==> config.mk <==
export PLATFORM = sky130hd
export DESIGN_NAME = mips_core
export DESIGN_NICKNAME = d
export VERILOG_FILES = /design/src/source/mips_types_pkg.sv /design/src/source/pipeline_pkg.sv /design/src/source/fetch_unit.sv /design/src/source/decoder.sv /design/src/source/reg_file.sv /design/src/source/forward_unit.sv /design/src/source/alu.sv /design/src/source/hazard_controller.sv /design/src/source/mips_core.sv
export SDC_FILE = /design/constraint.sdc
export NUM_CORES = 2
export LEC_CHECK = 0
export BUFFER_PORTS_ARGS = -buffer_cell sky130_fd_sc_hd__buf_4
export CORE_MARGIN = 2
export CORE_UTILIZATION = 30
export CTS_CLUSTER_SIZE = 30
export DETAILED_ROUTE_END_ITERATION = 6
export MAX_ROUTING_LAYER = met4
export SKIP_CTS_REPAIR_TIMING = 1
export SLEW_MARGIN = 10
export SYNTH_ARGS = -nofsm -noshare
export SYNTH_HDL_FRONTEND = slang
export SYNTH_SLANG_ARGS = --single-unit
==> constraint.sdc <==
create_clock -name clk -period 16.7 [get_ports clk]
set_clock_uncertainty 0.2 [all_clocks]
set_input_delay 0.835 -clock clk [delete_from_list [all_inputs] [get_ports clk]]
set_output_delay 0.835 -clock clk [all_outputs]
set_load 0.02 [all_outputs]
==> src/source/mips_types_pkg.sv <==
//==========================================================================
// MIPS32 integer subset: widths, field types and instruction encodings
// Byte addresses throughout, word aligned accesses only
//==========================================================================
package mips_types_pkg;

	// Data path and field widths
	typedef logic [31:0] word_t;
	typedef logic [31:0] addr_t;
	typedef logic [4:0]  reg_addr_t;
	typedef logic [15:0] imm_t;

	// Primary opcodes, bits 31:26
	localparam logic [5:0] OP_SPECIAL = 6'h00;
	localparam logic [5:0] OP_ADDIU   = 6'h09;
	localparam logic [5:0] OP_LW      = 6'h23;
	localparam logic [5:0] OP_SW      = 6'h2b;
	localparam logic [5:0] OP_BEQ     = 6'h04;
	localparam logic [5:0] OP_BNE     = 6'h05;

	// SPECIAL function field, bits 5:0
	localparam logic [5:0] FN_ADDU  = 6'h21;
	localparam logic [5:0] FN_SUBU  = 6'h23;
	localparam logic [5:0] FN_AND   = 6'h24;
	localparam logic [5:0] FN_OR    = 6'h25;
	localparam logic [5:0] FN_SLT   = 6'h2a;
	localparam logic [5:0] FN_BREAK = 6'h0d;

	// ALU operation select
	typedef logic [2:0] alu_op_t;
	localparam alu_op_t ALU_ADD = 3'd0;
	localparam alu_op_t ALU_SUB = 3'd1;
	localparam alu_op_t ALU_AND = 3'd2;
	localparam alu_op_t ALU_OR  = 3'd3;
	localparam alu_op_t ALU_SLT = 3'd4;

	// Execute operand source
	typedef logic [1:0] fwd_sel_t;
	localparam fwd_sel_t FWD_REG = 2'd0;
	localparam fwd_sel_t FWD_MEM = 2'd1;
	localparam fwd_sel_t FWD_WB  = 2'd2;

	localparam addr_t RESET_PC = 32'h0000_0000;

endpackage

==> src/source/pipeline_pkg.sv <==
//==========================================================================
// Records carried between pipeline stages and the hazard control record
// Every record is qualified by its valid bit, other fields are don't-care
//==========================================================================
package pipeline_pkg;

	import mips_types_pkg::*;

	// Decode output
	typedef struct packed {
		logic      valid;
		logic      uses_rs;
		logic      uses_rt;
		logic      uses_imm;
		logic      is_load;
		logic      is_store;
		logic      is_branch_eq;
		logic      is_branch_ne;
		logic      writes_rd;
		logic      is_break;
		alu_op_t   alu_op;
		reg_addr_t rs;
		reg_addr_t rt;
		reg_addr_t dest;
		// Sign-extended immediate
		word_t     imm;
	} decoded_t;

	typedef struct packed {
		logic  valid;
		addr_t pc;
		word_t instr;
	} if_id_t;

	// Valid lives in dec
	typedef struct packed {
		decoded_t dec;
		addr_t    pc;
		word_t    rs_data;
		word_t    rt_data;
	} id_ex_t;

	typedef struct packed {
		logic      valid;
		logic      is_load;
		logic      is_store;
		logic      writes_rd;
		logic      is_break;
		reg_addr_t dest;
		word_t     result;
		word_t     store_data;
	} ex_mem_t;

	typedef struct packed {
		logic      valid;
		logic      writes_rd;
		logic      is_break;
		reg_addr_t dest;
		word_t     result;
	} mem_wb_t;

	// Flush outranks stall
	typedef struct packed {
		logic stall;
		logic flush;
	} stage_ctl_t;

	typedef struct packed {
		stage_ctl_t pc;
		stage_ctl_t if_id;
		stage_ctl_t id_ex;
		stage_ctl_t ex_mem;
		stage_ctl_t mem_wb;
	} hazard_ctl_t;

	typedef struct packed {
		logic  taken;
		addr_t target;
	} branch_result_t;

endpackage

==> src/source/fetch_unit.sv <==
//==========================================================================
// Program counter, starts at RESET_PC
// A taken branch wins over a stall
//==========================================================================
`timescale 1ns/1ps

module fetch_unit (
	input  logic                         clk,
	input  logic                         i_reset,
	input  logic                         i_stall,
	input  pipeline_pkg::branch_result_t i_branch,
	output mips_types_pkg::addr_t        o_pc
);

	import mips_types_pkg::*;

	addr_t pc_r;

	always_ff @(posedge clk)
	begin
		if (i_reset)
			pc_r <= RESET_PC;
		// Redirect from execute, wrong-path fetches get flushed
		else if (i_branch.taken)
			pc_r <= i_branch.target;
		// Load-use hold
		else if (!i_stall)
			pc_r <= pc_r + 32'd4;
	end

	// Drives the instruction port directly
	assign o_pc = pc_r;

endmodule

==> src/source/decoder.sv <==
//==========================================================================
// Decode of the supported subset only
// Anything else becomes a bubble, no exception is raised
//==========================================================================
`timescale 1ns/1ps

module decoder (
	input  pipeline_pkg::if_id_t   i_fetch,
	output pipeline_pkg::decoded_t o_decoded
);

	import mips_types_pkg::*;

	logic [5:0] opcode;
	logic [5:0] funct;
	imm_t       imm;
	reg_addr_t  rd;

	// Instruction fields
	assign opcode = i_fetch.instr[31:26];
	assign funct  = i_fetch.instr[5:0];
	assign imm    = i_fetch.instr[15:0];
	assign rd     = i_fetch.instr[15:11];

	always_comb
	begin
		// Start from a bubble reading nothing
		o_decoded        = '0;
		o_decoded.rs     = i_fetch.instr[25:21];
		o_decoded.rt     = i_fetch.instr[20:16];
		o_decoded.imm    = {{16{imm[15]}}, imm};
		o_decoded.alu_op = ALU_ADD;

		case (opcode)
			OP_SPECIAL:
			begin
				if (funct == FN_BREAK)
				begin
					o_decoded.is_break = 1'b1;
					o_decoded.valid    = 1'b1;
				end
				else
				begin
					// R-type, rd is the target
					o_decoded.uses_rs   = 1'b1;
					o_decoded.uses_rt   = 1'b1;
					o_decoded.writes_rd = 1'b1;
					o_decoded.dest      = rd;
					o_decoded.valid     = 1'b1;
					case (funct)
						FN_ADDU: o_decoded.alu_op = ALU_ADD;
						FN_SUBU: o_decoded.alu_op = ALU_SUB;
						FN_AND:  o_decoded.alu_op = ALU_AND;
						FN_OR:   o_decoded.alu_op = ALU_OR;
						FN_SLT:  o_decoded.alu_op = ALU_SLT;
						default: o_decoded.valid  = 1'b0;
					endcase
				end
			end
			OP_ADDIU, OP_LW:
			begin
				// I-type writes rt
				o_decoded.uses_rs   = 1'b1;
				o_decoded.uses_imm  = 1'b1;
				o_decoded.is_load   = (opcode == OP_LW);
				o_decoded.writes_rd = 1'b1;
				o_decoded.dest      = o_decoded.rt;
				o_decoded.valid     = 1'b1;
			end
			OP_SW:
			begin
				// rt is the store data
				o_decoded.uses_rs  = 1'b1;
				o_decoded.uses_rt  = 1'b1;
				o_decoded.uses_imm = 1'b1;
				o_decoded.is_store = 1'b1;
				o_decoded.valid    = 1'b1;
			end
			OP_BEQ, OP_BNE:
			begin
				o_decoded.uses_rs      = 1'b1;
				o_decoded.uses_rt      = 1'b1;
				o_decoded.is_branch_eq = (opcode == OP_BEQ);
				o_decoded.is_branch_ne = (opcode == OP_BNE);
				o_decoded.alu_op       = ALU_SUB;
				o_decoded.valid        = 1'b1;
			end
			default: o_decoded.valid = 1'b0;
		endcase

		// Empty fetch slot stays a bubble
		o_decoded.valid = o_decoded.valid && i_fetch.valid;
	end

endmodule

==> src/source/reg_file.sv <==
//==========================================================================
// 32 x 32 register file, two combinational reads, one write
// r0 reads zero, a same-cycle write is visible to the reads
//==========================================================================
`timescale 1ns/1ps

module reg_file (
	input  logic                      clk,
	input  logic                      i_reset,
	input  mips_types_pkg::reg_addr_t i_rs_addr,
	input  mips_types_pkg::reg_addr_t i_rt_addr,
	input  pipeline_pkg::mem_wb_t     i_wb,
	output mips_types_pkg::word_t     o_rs_data,
	output mips_types_pkg::word_t     o_rt_data
);

	import mips_types_pkg::*;

	word_t regs [0:31];
	logic  we;

	// Read port with write-through from write-back
	function automatic word_t read_port(
		input reg_addr_t addr,
		input word_t     stored,
		input logic      wr_en,
		input reg_addr_t wr_addr,
		input word_t     wr_data
	);
		if (addr == 5'd0)
			return '0;
		else if (wr_en && (wr_addr == addr))
			return wr_data;
		else
			return stored;
	endfunction

	// No write while reset is held, r0 never written
	assign we = !i_reset && i_wb.valid && i_wb.writes_rd && (i_wb.dest != 5'd0);

	always_ff @(posedge clk)
	begin
		if (we)
			regs[i_wb.dest] <= i_wb.result;
	end

	assign o_rs_data = read_port(i_rs_addr, regs[i_rs_addr], we, i_wb.dest, i_wb.result);
	assign o_rt_data = read_port(i_rt_addr, regs[i_rt_addr], we, i_wb.dest, i_wb.result);

endmodule

==> src/source/forward_unit.sv <==
//==========================================================================
// Operand bypass select for execute, plus load-use detection for decode
// Memory stage beats write-back, r0 is never bypassed
//==========================================================================
`timescale 1ns/1ps

module forward_unit (
	input  pipeline_pkg::decoded_t   i_decoded,
	input  pipeline_pkg::id_ex_t     i_id_ex,
	input  pipeline_pkg::ex_mem_t    i_ex_mem,
	input  pipeline_pkg::mem_wb_t    i_mem_wb,
	output mips_types_pkg::fwd_sel_t o_fwd_a,
	output mips_types_pkg::fwd_sel_t o_fwd_b,
	output logic                     o_load_use
);

	import mips_types_pkg::*;

	reg_addr_t mem_dest;
	reg_addr_t wb_dest;
	reg_addr_t ex_dest;

	function automatic fwd_sel_t pick_source(
		input logic      uses,
		input reg_addr_t src,
		input reg_addr_t mem_d,
		input reg_addr_t wb_d
	);
		if (!uses || (src == 5'd0))
			return FWD_REG;
		// Younger producer first
		else if (src == mem_d)
			return FWD_MEM;
		else if (src == wb_d)
			return FWD_WB;
		else
			return FWD_REG;
	endfunction

	// Non-writing stages show up as r0, which never matches
	assign mem_dest = (i_ex_mem.valid && i_ex_mem.writes_rd) ? i_ex_mem.dest : 5'd0;
	assign wb_dest  = (i_mem_wb.valid && i_mem_wb.writes_rd) ? i_mem_wb.dest : 5'd0;

	assign o_fwd_a = pick_source(i_id_ex.dec.uses_rs, i_id_ex.dec.rs, mem_dest, wb_dest);
	assign o_fwd_b = pick_source(i_id_ex.dec.uses_rt, i_id_ex.dec.rt, mem_dest, wb_dest);

	// Load in execute, its data exists only one stage later
	assign ex_dest = (i_id_ex.dec.valid && i_id_ex.dec.is_load) ? i_id_ex.dec.dest : 5'd0;

	assign o_load_use = i_decoded.valid && (ex_dest != 5'd0)
		&& ((i_decoded.uses_rs && (i_decoded.rs == ex_dest))
		|| (i_decoded.uses_rt && (i_decoded.rt == ex_dest)));

endmodule

==> src/source/alu.sv <==
//==========================================================================
// Execute stage: operand bypass mux, ALU and branch resolution
// Branch target is pc + 4 + (imm << 2), no delay slot
//==========================================================================
`timescale 1ns/1ps

module alu (
	input  pipeline_pkg::id_ex_t         i_id_ex,
	input  mips_types_pkg::fwd_sel_t     i_fwd_a,
	input  mips_types_pkg::fwd_sel_t     i_fwd_b,
	input  mips_types_pkg::word_t        i_mem_result,
	input  mips_types_pkg::word_t        i_wb_result,
	output mips_types_pkg::word_t        o_result,
	output mips_types_pkg::word_t        o_store_data,
	output pipeline_pkg::branch_result_t o_branch
);

	import mips_types_pkg::*;

	word_t rs_val;
	word_t rt_val;
	word_t op_b;

	function automatic word_t select_operand(
		input fwd_sel_t sel,
		input word_t    reg_val,
		input word_t    mem_val,
		input word_t    wb_val
	);
		case (sel)
			FWD_MEM: return mem_val;
			FWD_WB:  return wb_val;
			default: return reg_val;
		endcase
	endfunction

	assign rs_val = select_operand(i_fwd_a, i_id_ex.rs_data, i_mem_result, i_wb_result);
	assign rt_val = select_operand(i_fwd_b, i_id_ex.rt_data, i_mem_result, i_wb_result);

	// ADDIU, LW and SW take the immediate
	assign op_b = i_id_ex.dec.uses_imm ? i_id_ex.dec.imm : rt_val;

	always_comb
	begin
		case (i_id_ex.dec.alu_op)
			ALU_SUB: o_result = rs_val - op_b;
			ALU_AND: o_result = rs_val & op_b;
			ALU_OR:  o_result = rs_val | op_b;
			// Signed compare
			ALU_SLT: o_result = {31'd0, $signed(rs_val) < $signed(op_b)};
			default: o_result = rs_val + op_b;
		endcase
	end

	// Store data after bypass
	assign o_store_data = rt_val;

	assign o_branch.target = i_id_ex.pc + 32'd4 + {i_id_ex.dec.imm[29:0], 2'b00};
	assign o_branch.taken  = i_id_ex.dec.valid
		&& ((i_id_ex.dec.is_branch_eq && (rs_val == rt_val))
		|| (i_id_ex.dec.is_branch_ne && (rs_val != rt_val)));

endmodule

==> src/source/hazard_controller.sv <==
//==========================================================================
// Stall and flush for each pipeline register
// Branch flush wins over the load-use stall
//==========================================================================
`timescale 1ns/1ps

module hazard_controller (
	input  logic                         i_load_use,
	input  pipeline_pkg::branch_result_t i_branch,
	output pipeline_pkg::hazard_ctl_t    o_hc
);

	always_comb
	begin
		// Memory and write-back always advance
		o_hc = '0;

		if (i_branch.taken)
		begin
			// Kill the two wrong-path instructions
			o_hc.if_id.flush = 1'b1;
			o_hc.id_ex.flush = 1'b1;
		end
		else if (i_load_use)
		begin
			// Hold fetch and decode, bubble into execute
			o_hc.pc.stall    = 1'b1;
			o_hc.if_id.stall = 1'b1;
			o_hc.id_ex.flush = 1'b1;
		end
	end

endmodule

==> src/source/mips_core.sv <==
//==========================================================================
// Five-stage MIPS32 subset core, in-order, single issue
// Instruction and data ports answer combinationally, no wait states
// o_done is sticky until reset, nothing after BREAK is committed
//==========================================================================
`timescale 1ns/1ps

module mips_core (
	input  logic                  clk,
	input  logic                  i_reset,
	output mips_types_pkg::addr_t o_imem_addr,
	input  mips_types_pkg::word_t i_imem_data,
	output mips_types_pkg::addr_t o_dmem_addr,
	output mips_types_pkg::word_t o_dmem_wdata,
	output logic                  o_dmem_we,
	output logic                  o_dmem_re,
	input  mips_types_pkg::word_t i_dmem_rdata,
	output logic                  o_done
);

	import mips_types_pkg::*;
	import pipeline_pkg::*;

	addr_t          pc;
	if_id_t         if_id;
	decoded_t       decoded;
	word_t          rs_data;
	word_t          rt_data;
	id_ex_t         id_ex;
	fwd_sel_t       fwd_a;
	fwd_sel_t       fwd_b;
	logic           load_use;
	word_t          alu_result;
	word_t          store_data;
	branch_result_t branch;
	ex_mem_t        ex_mem;
	word_t          mem_result;
	mem_wb_t        mem_wb;
	hazard_ctl_t    hc;
	logic           draining;
	logic           done_r;

	//==========================================================================
	// Fetch
	//==========================================================================
	fetch_unit fetch_unit_i (
		.clk      (clk),
		.i_reset  (i_reset),
		.i_stall  (hc.pc.stall),
		.i_branch (branch),
		.o_pc     (pc)
	);

	assign o_imem_addr = pc;

	always_ff @(posedge clk)
	begin
		if (i_reset || hc.if_id.flush)
			if_id.valid <= 1'b0;
		else if (!hc.if_id.stall)
		begin
			if_id.valid <= 1'b1;
			if_id.pc    <= pc;
			if_id.instr <= i_imem_data;
		end
	end

	//==========================================================================
	// Decode
	//==========================================================================
	decoder decoder_i (
		.i_fetch   (if_id),
		.o_decoded (decoded)
	);

	reg_file reg_file_i (
		.clk       (clk),
		.i_reset   (i_reset),
		.i_rs_addr (decoded.rs),
		.i_rt_addr (decoded.rt),
		.i_wb      (mem_wb),
		.o_rs_data (rs_data),
		.o_rt_data (rt_data)
	);

	always_ff @(posedge clk)
	begin
		if (i_reset || hc.id_ex.flush)
			id_ex.dec.valid <= 1'b0;
		else if (!hc.id_ex.stall)
		begin
			id_ex.dec     <= decoded;
			id_ex.pc      <= if_id.pc;
			id_ex.rs_data <= rs_data;
			id_ex.rt_data <= rt_data;
		end
	end

	//==========================================================================
	// Execute
	//==========================================================================
	forward_unit forward_unit_i (
		.i_decoded  (decoded),
		.i_id_ex    (id_ex),
		.i_ex_mem   (ex_mem),
		.i_mem_wb   (mem_wb),
		.o_fwd_a    (fwd_a),
		.o_fwd_b    (fwd_b),
		.o_load_use (load_use)
	);

	alu alu_i (
		.i_id_ex      (id_ex),
		.i_fwd_a      (fwd_a),
		.i_fwd_b      (fwd_b),
		.i_mem_result (mem_result),
		.i_wb_result  (mem_wb.result),
		.o_result     (alu_result),
		.o_store_data (store_data),
		.o_branch     (branch)
	);

	// BREAK ahead in memory or write-back, younger work is dropped here
	assign draining = (ex_mem.valid && ex_mem.is_break)
		|| (mem_wb.valid && mem_wb.is_break) || done_r;

	always_ff @(posedge clk)
	begin
		if (i_reset || hc.ex_mem.flush)
			ex_mem.valid <= 1'b0;
		else if (!hc.ex_mem.stall)
		begin
			ex_mem.valid      <= id_ex.dec.valid && !draining;
			ex_mem.is_load    <= id_ex.dec.is_load;
			ex_mem.is_store   <= id_ex.dec.is_store;
			ex_mem.writes_rd  <= id_ex.dec.writes_rd;
			ex_mem.is_break   <= id_ex.dec.is_break;
			ex_mem.dest       <= id_ex.dec.dest;
			ex_mem.result     <= alu_result;
			ex_mem.store_data <= store_data;
		end
	end

	//==========================================================================
	// Memory
	//==========================================================================
	// Strobes only for live entries
	assign o_dmem_addr  = ex_mem.result;
	assign o_dmem_wdata = ex_mem.store_data;
	assign o_dmem_we    = ex_mem.valid && ex_mem.is_store;
	assign o_dmem_re    = ex_mem.valid && ex_mem.is_load;

	// Also the memory-stage bypass value
	assign mem_result = ex_mem.is_load ? i_dmem_rdata : ex_mem.result;

	always_ff @(posedge clk)
	begin
		if (i_reset || hc.mem_wb.flush)
			mem_wb.valid <= 1'b0;
		else if (!hc.mem_wb.stall)
		begin
			mem_wb.valid     <= ex_mem.valid;
			mem_wb.writes_rd <= ex_mem.writes_rd;
			mem_wb.is_break  <= ex_mem.is_break;
			mem_wb.dest      <= ex_mem.dest;
			mem_wb.result    <= mem_result;
		end
	end

	//==========================================================================
	// Write-back and hazard control
	//==========================================================================
	// Register write happens inside reg_file
	always_ff @(posedge clk)
	begin
		if (i_reset)
			done_r <= 1'b0;
		else if (mem_wb.valid && mem_wb.is_break)
			done_r <= 1'b1;
	end

	assign o_done = done_r;

	hazard_controller hazard_controller_i (
		.i_load_use (load_use),
		.i_branch   (branch),
		.o_hc       (hc)
	);

endmodule

==> impl_metrics.ini <==
[outcome]
outcome = finished, final reports clean

[route]
drt_iter0_markers = 5698
route.antenna.remaining_nets = 0
drc = 0
drtPass1Iterations = 6
drt-wirelength-per-cell_um = 28.1
num_vias = 43800
routed_wirelength_um = 217000
vias_per_cell = 5.69

[setup_path]
rr_worst_depth = 20
worstPathMaxFanout = 32
arrival_ns = 7.66
criticalPathCategory = flip-flop to flip-flop
cp_top_family = compound AO/OA/AOI/OAI gates
end_kind = flip-flop
startpoint_type = flip-flop
r2r-start = mem_wb[35]
cp_slowest_stage_delay_ns = 0.84
cpMaxStageDelayCell = a211o_1
crit_path_cell_trace = xor2_1 > nor3_1 > o32ai_1 > a211o_1 > and3_1 > or2_2 > inv_1 > ha_1 > fa_1 > o21bai_1 > a21oi_1 > o21ai_0 > a21oi_1 > nor4_1 > a211oi_1 > o32a_1 > a31o_2 > o31a_1 > o21ai_0 > a41oi_1
path_buf_inv = 1
path_depth = 20
critPathRequiredTime_ns = 16.98
r2r_end = o_dmem_addr[0]
ff2ff_setup_slack_ns = 9.32

[place]
io_buffers = 164
gp_congestion = 0.898
dp_hpwl_um = 133000
place_area_mm2 = 0.0746

[yosys]
syn_inst = 4409
synth_top_family_by_area = multiplexers
yosys.area_share.simple = 0.0541
synthAdderAreaFrac = 0.0288
synth_cell_types = 85
synth_top_flop_cell = edfxtp_1
synth-xor-area-share = 0.00941
yosys-top-cells-area = edfxtp_1, mux4_2, ha_1
yosys.area.top_type = edfxtp_1
ys_seq_area_frac = 0.587
async_flop_share = 0
synth-seq-cells = 1376
muxShareOfSynthArea = 0.222
ys_warn_count = 0
syn_avg_cell_area_um2 = 15.8
syn_area_mm2 = 0.0698
yosys.area.top_type_share = 0.576
synth_edf_count = 1339
synth_compound_area_frac = 0.0674

[grt]
antenna_found_initial = 11
grt_pass1_vias = 42300
grt_pass1_wl_um = 310000
grt_usage = 0.184
overflow = 0
grt_max_degree = 129

[clock_network]
worstSkewPairLatency_ns = 0.80
cts_buffer_depth = 3
cts_tree = yes
path_clk_slew_ns = 0.06
cts_sinks = 1376
root_buffer = clkbuf_16
numCtsBuffers = 149
h-tree-depth = 4

[final_layout]
final_layout_size_suffix_gt1_frac = 0.264
regArea_mm2 = 0.0409
layout_commonest_cell = edfxtp_1
design_area_mm2 = 0.0795
layout_common_cells = edfxtp_1, mux4_2, buf_4
multi_input_area_mm2 = 0.0271
fill_cells = 22000
fin_nets = 4760
syn2layout_area_growth_pct = 14.0

[sta]
tightestPinTransition_ns = 1.29
setup_viol = 0
hold_viol = 0
setup_tns_ns = 0
fin_crit_ns = 7.38
fin_crit_sh = 0.442
relSlewSlack = 0.142
drv_slew = 0
rsz0062_at_grt = no
timing.fmax_ghz = 0.135

[die]
die_w_um = 486
start_util = 0.301
placementRows = 177
core_mm2 = 0.232
die_height_um = 486
ios = 165
die_area_mm2 = 0.237

[hold_path]
hold_path.class = input pin to flip-flop
hp-start = i_imem_data[3]
holdPathEnd = if_id[3]
holdPathStages = 1

[run]
maxCapViolCount = 0

[power]
ir_worst_vdd_v = 0.000106
leakage_nw = 26.7
p_per_area_mw_per_mm2 = 105
power by group:
group | leakage (nW) | switching, mW | total (mW) | internal (mW)
clock network | 2.28 | 1.41 | 3.25 | 1.84
registers | 12.7 | 0.0833 | 4.00 | 3.92
logic | 11.8 | 0.660 | 1.08 | 0.419
worst reg2reg max path, cell delays in order (launching register included):
cell	delay (ns)
edfxtp_1	0.70
xor2_1	0.21
nor3_1	0.07
o32ai_1	0.74
a211o_1	0.84
and3_1	0.35
or2_2	0.15
inv_1	0.06
ha_1	0.24
fa_1	0.47
o21bai_1	0.17
a21oi_1	0.11
o21ai_0	0.49
a21oi_1	0.15
nor4_1	0.74
a211oi_1	0.30
o32a_1	0.28
a31o_2	0.28
o31a_1	0.26
o21ai_0	0.16
a41oi_1	0.13
area by class of cell:
type / count / area share
multi-input combinational: 2555 / 0.340
clock buffer: 197 / 0.0502
antenna: 3 / 0.0000944
timing repair buffer: 287 / 0.0294
sequential: 1376 / 0.515
inverter: 166 / 0.00790
tap: 3043 / 0.0479
clock inverter: 74 / 0.00928
cells in the mapped netlist (37+ instances only):
cell type,count
a211oi_1,58
a21oi_1,140
a22o_1,37
and3_1,48
buf_1,74
buf_4,66
clkbuf_1,189
dfxtp_1,37
edfxtp_1,1339
ha_1,156
inv_1,164
mux2_2,64
mux2i_1,140
mux4_2,584
nand2_1,158
nor2_1,276
nor3_1,51
o21ai_0,159
o22ai_1,58
or3_1,44
xnor2_1,39
cells by family after synthesis:
kind of cell,after synthesis
xor+xnor,75
fa+ha+maj,159
flops,1376
compound gates,710
simple gates,776
buf+inv,509
mux,803
other cells,1
layer usage:
layer / vias up / routed length (um) / track usage
met5: - / 0 / -
met4: 0 / 6410 / 0.0525
met3: 386 / 20300 / 0.0305
met2: 2449 / 101000 / 0.283
met1: 22900 / 88700 / 0.252
li1: 18100 / - / -
flip-flops by register name, summed over array words and instances, names as in the netlist:
register,cells
mem_wb,40
id_ex,140
o_dmem_wdata,32
o_dmem_addr,32
o_done,1
reg_file_i.regs,1024
ex_mem,10
if_id,65
fetch_unit_i.o_pc,32
stage by stage:
step / hold slack (ns) / util / setup slack [ns] / total power, mW / std cells
6_report: 0.0367 / 0.343 / 9.32 / 8.33 / 7701
5_1_grt: -0.0000234 / 0.343 / 9.09 / 8.59 / 7700
3_3_place_gp: 0.202 / 0.322 / 9.73 / 5.12 / 7414
3_5_place_dp: 0.205 / 0.322 / 9.61 / 5.13 / 7414
2_1_floorplan: 0.200 / - / 2.49 / 4.76 / 4440
4_1_cts: -0.0308 / 0.342 / 9.57 / 8.36 / 7685
worst max path at each step:
stage / startpoint / end / slack (ns)
2_1_floorplan: mem_wb[35] / id_ex[0] / 2.49
3_3_place_gp: mem_wb[35] / o_dmem_addr[0] / 9.73
3_5_place_dp: mem_wb[35] / o_dmem_addr[0] / 9.61
4_1_cts: mem_wb[35] / o_dmem_addr[0] / 9.57
5_1_grt: mem_wb[35] / o_dmem_addr[30] / 9.09
6_report: mem_wb[35] / o_dmem_addr[0] / 9.32
No activity file was read; power rests on OpenSTA's default activity.
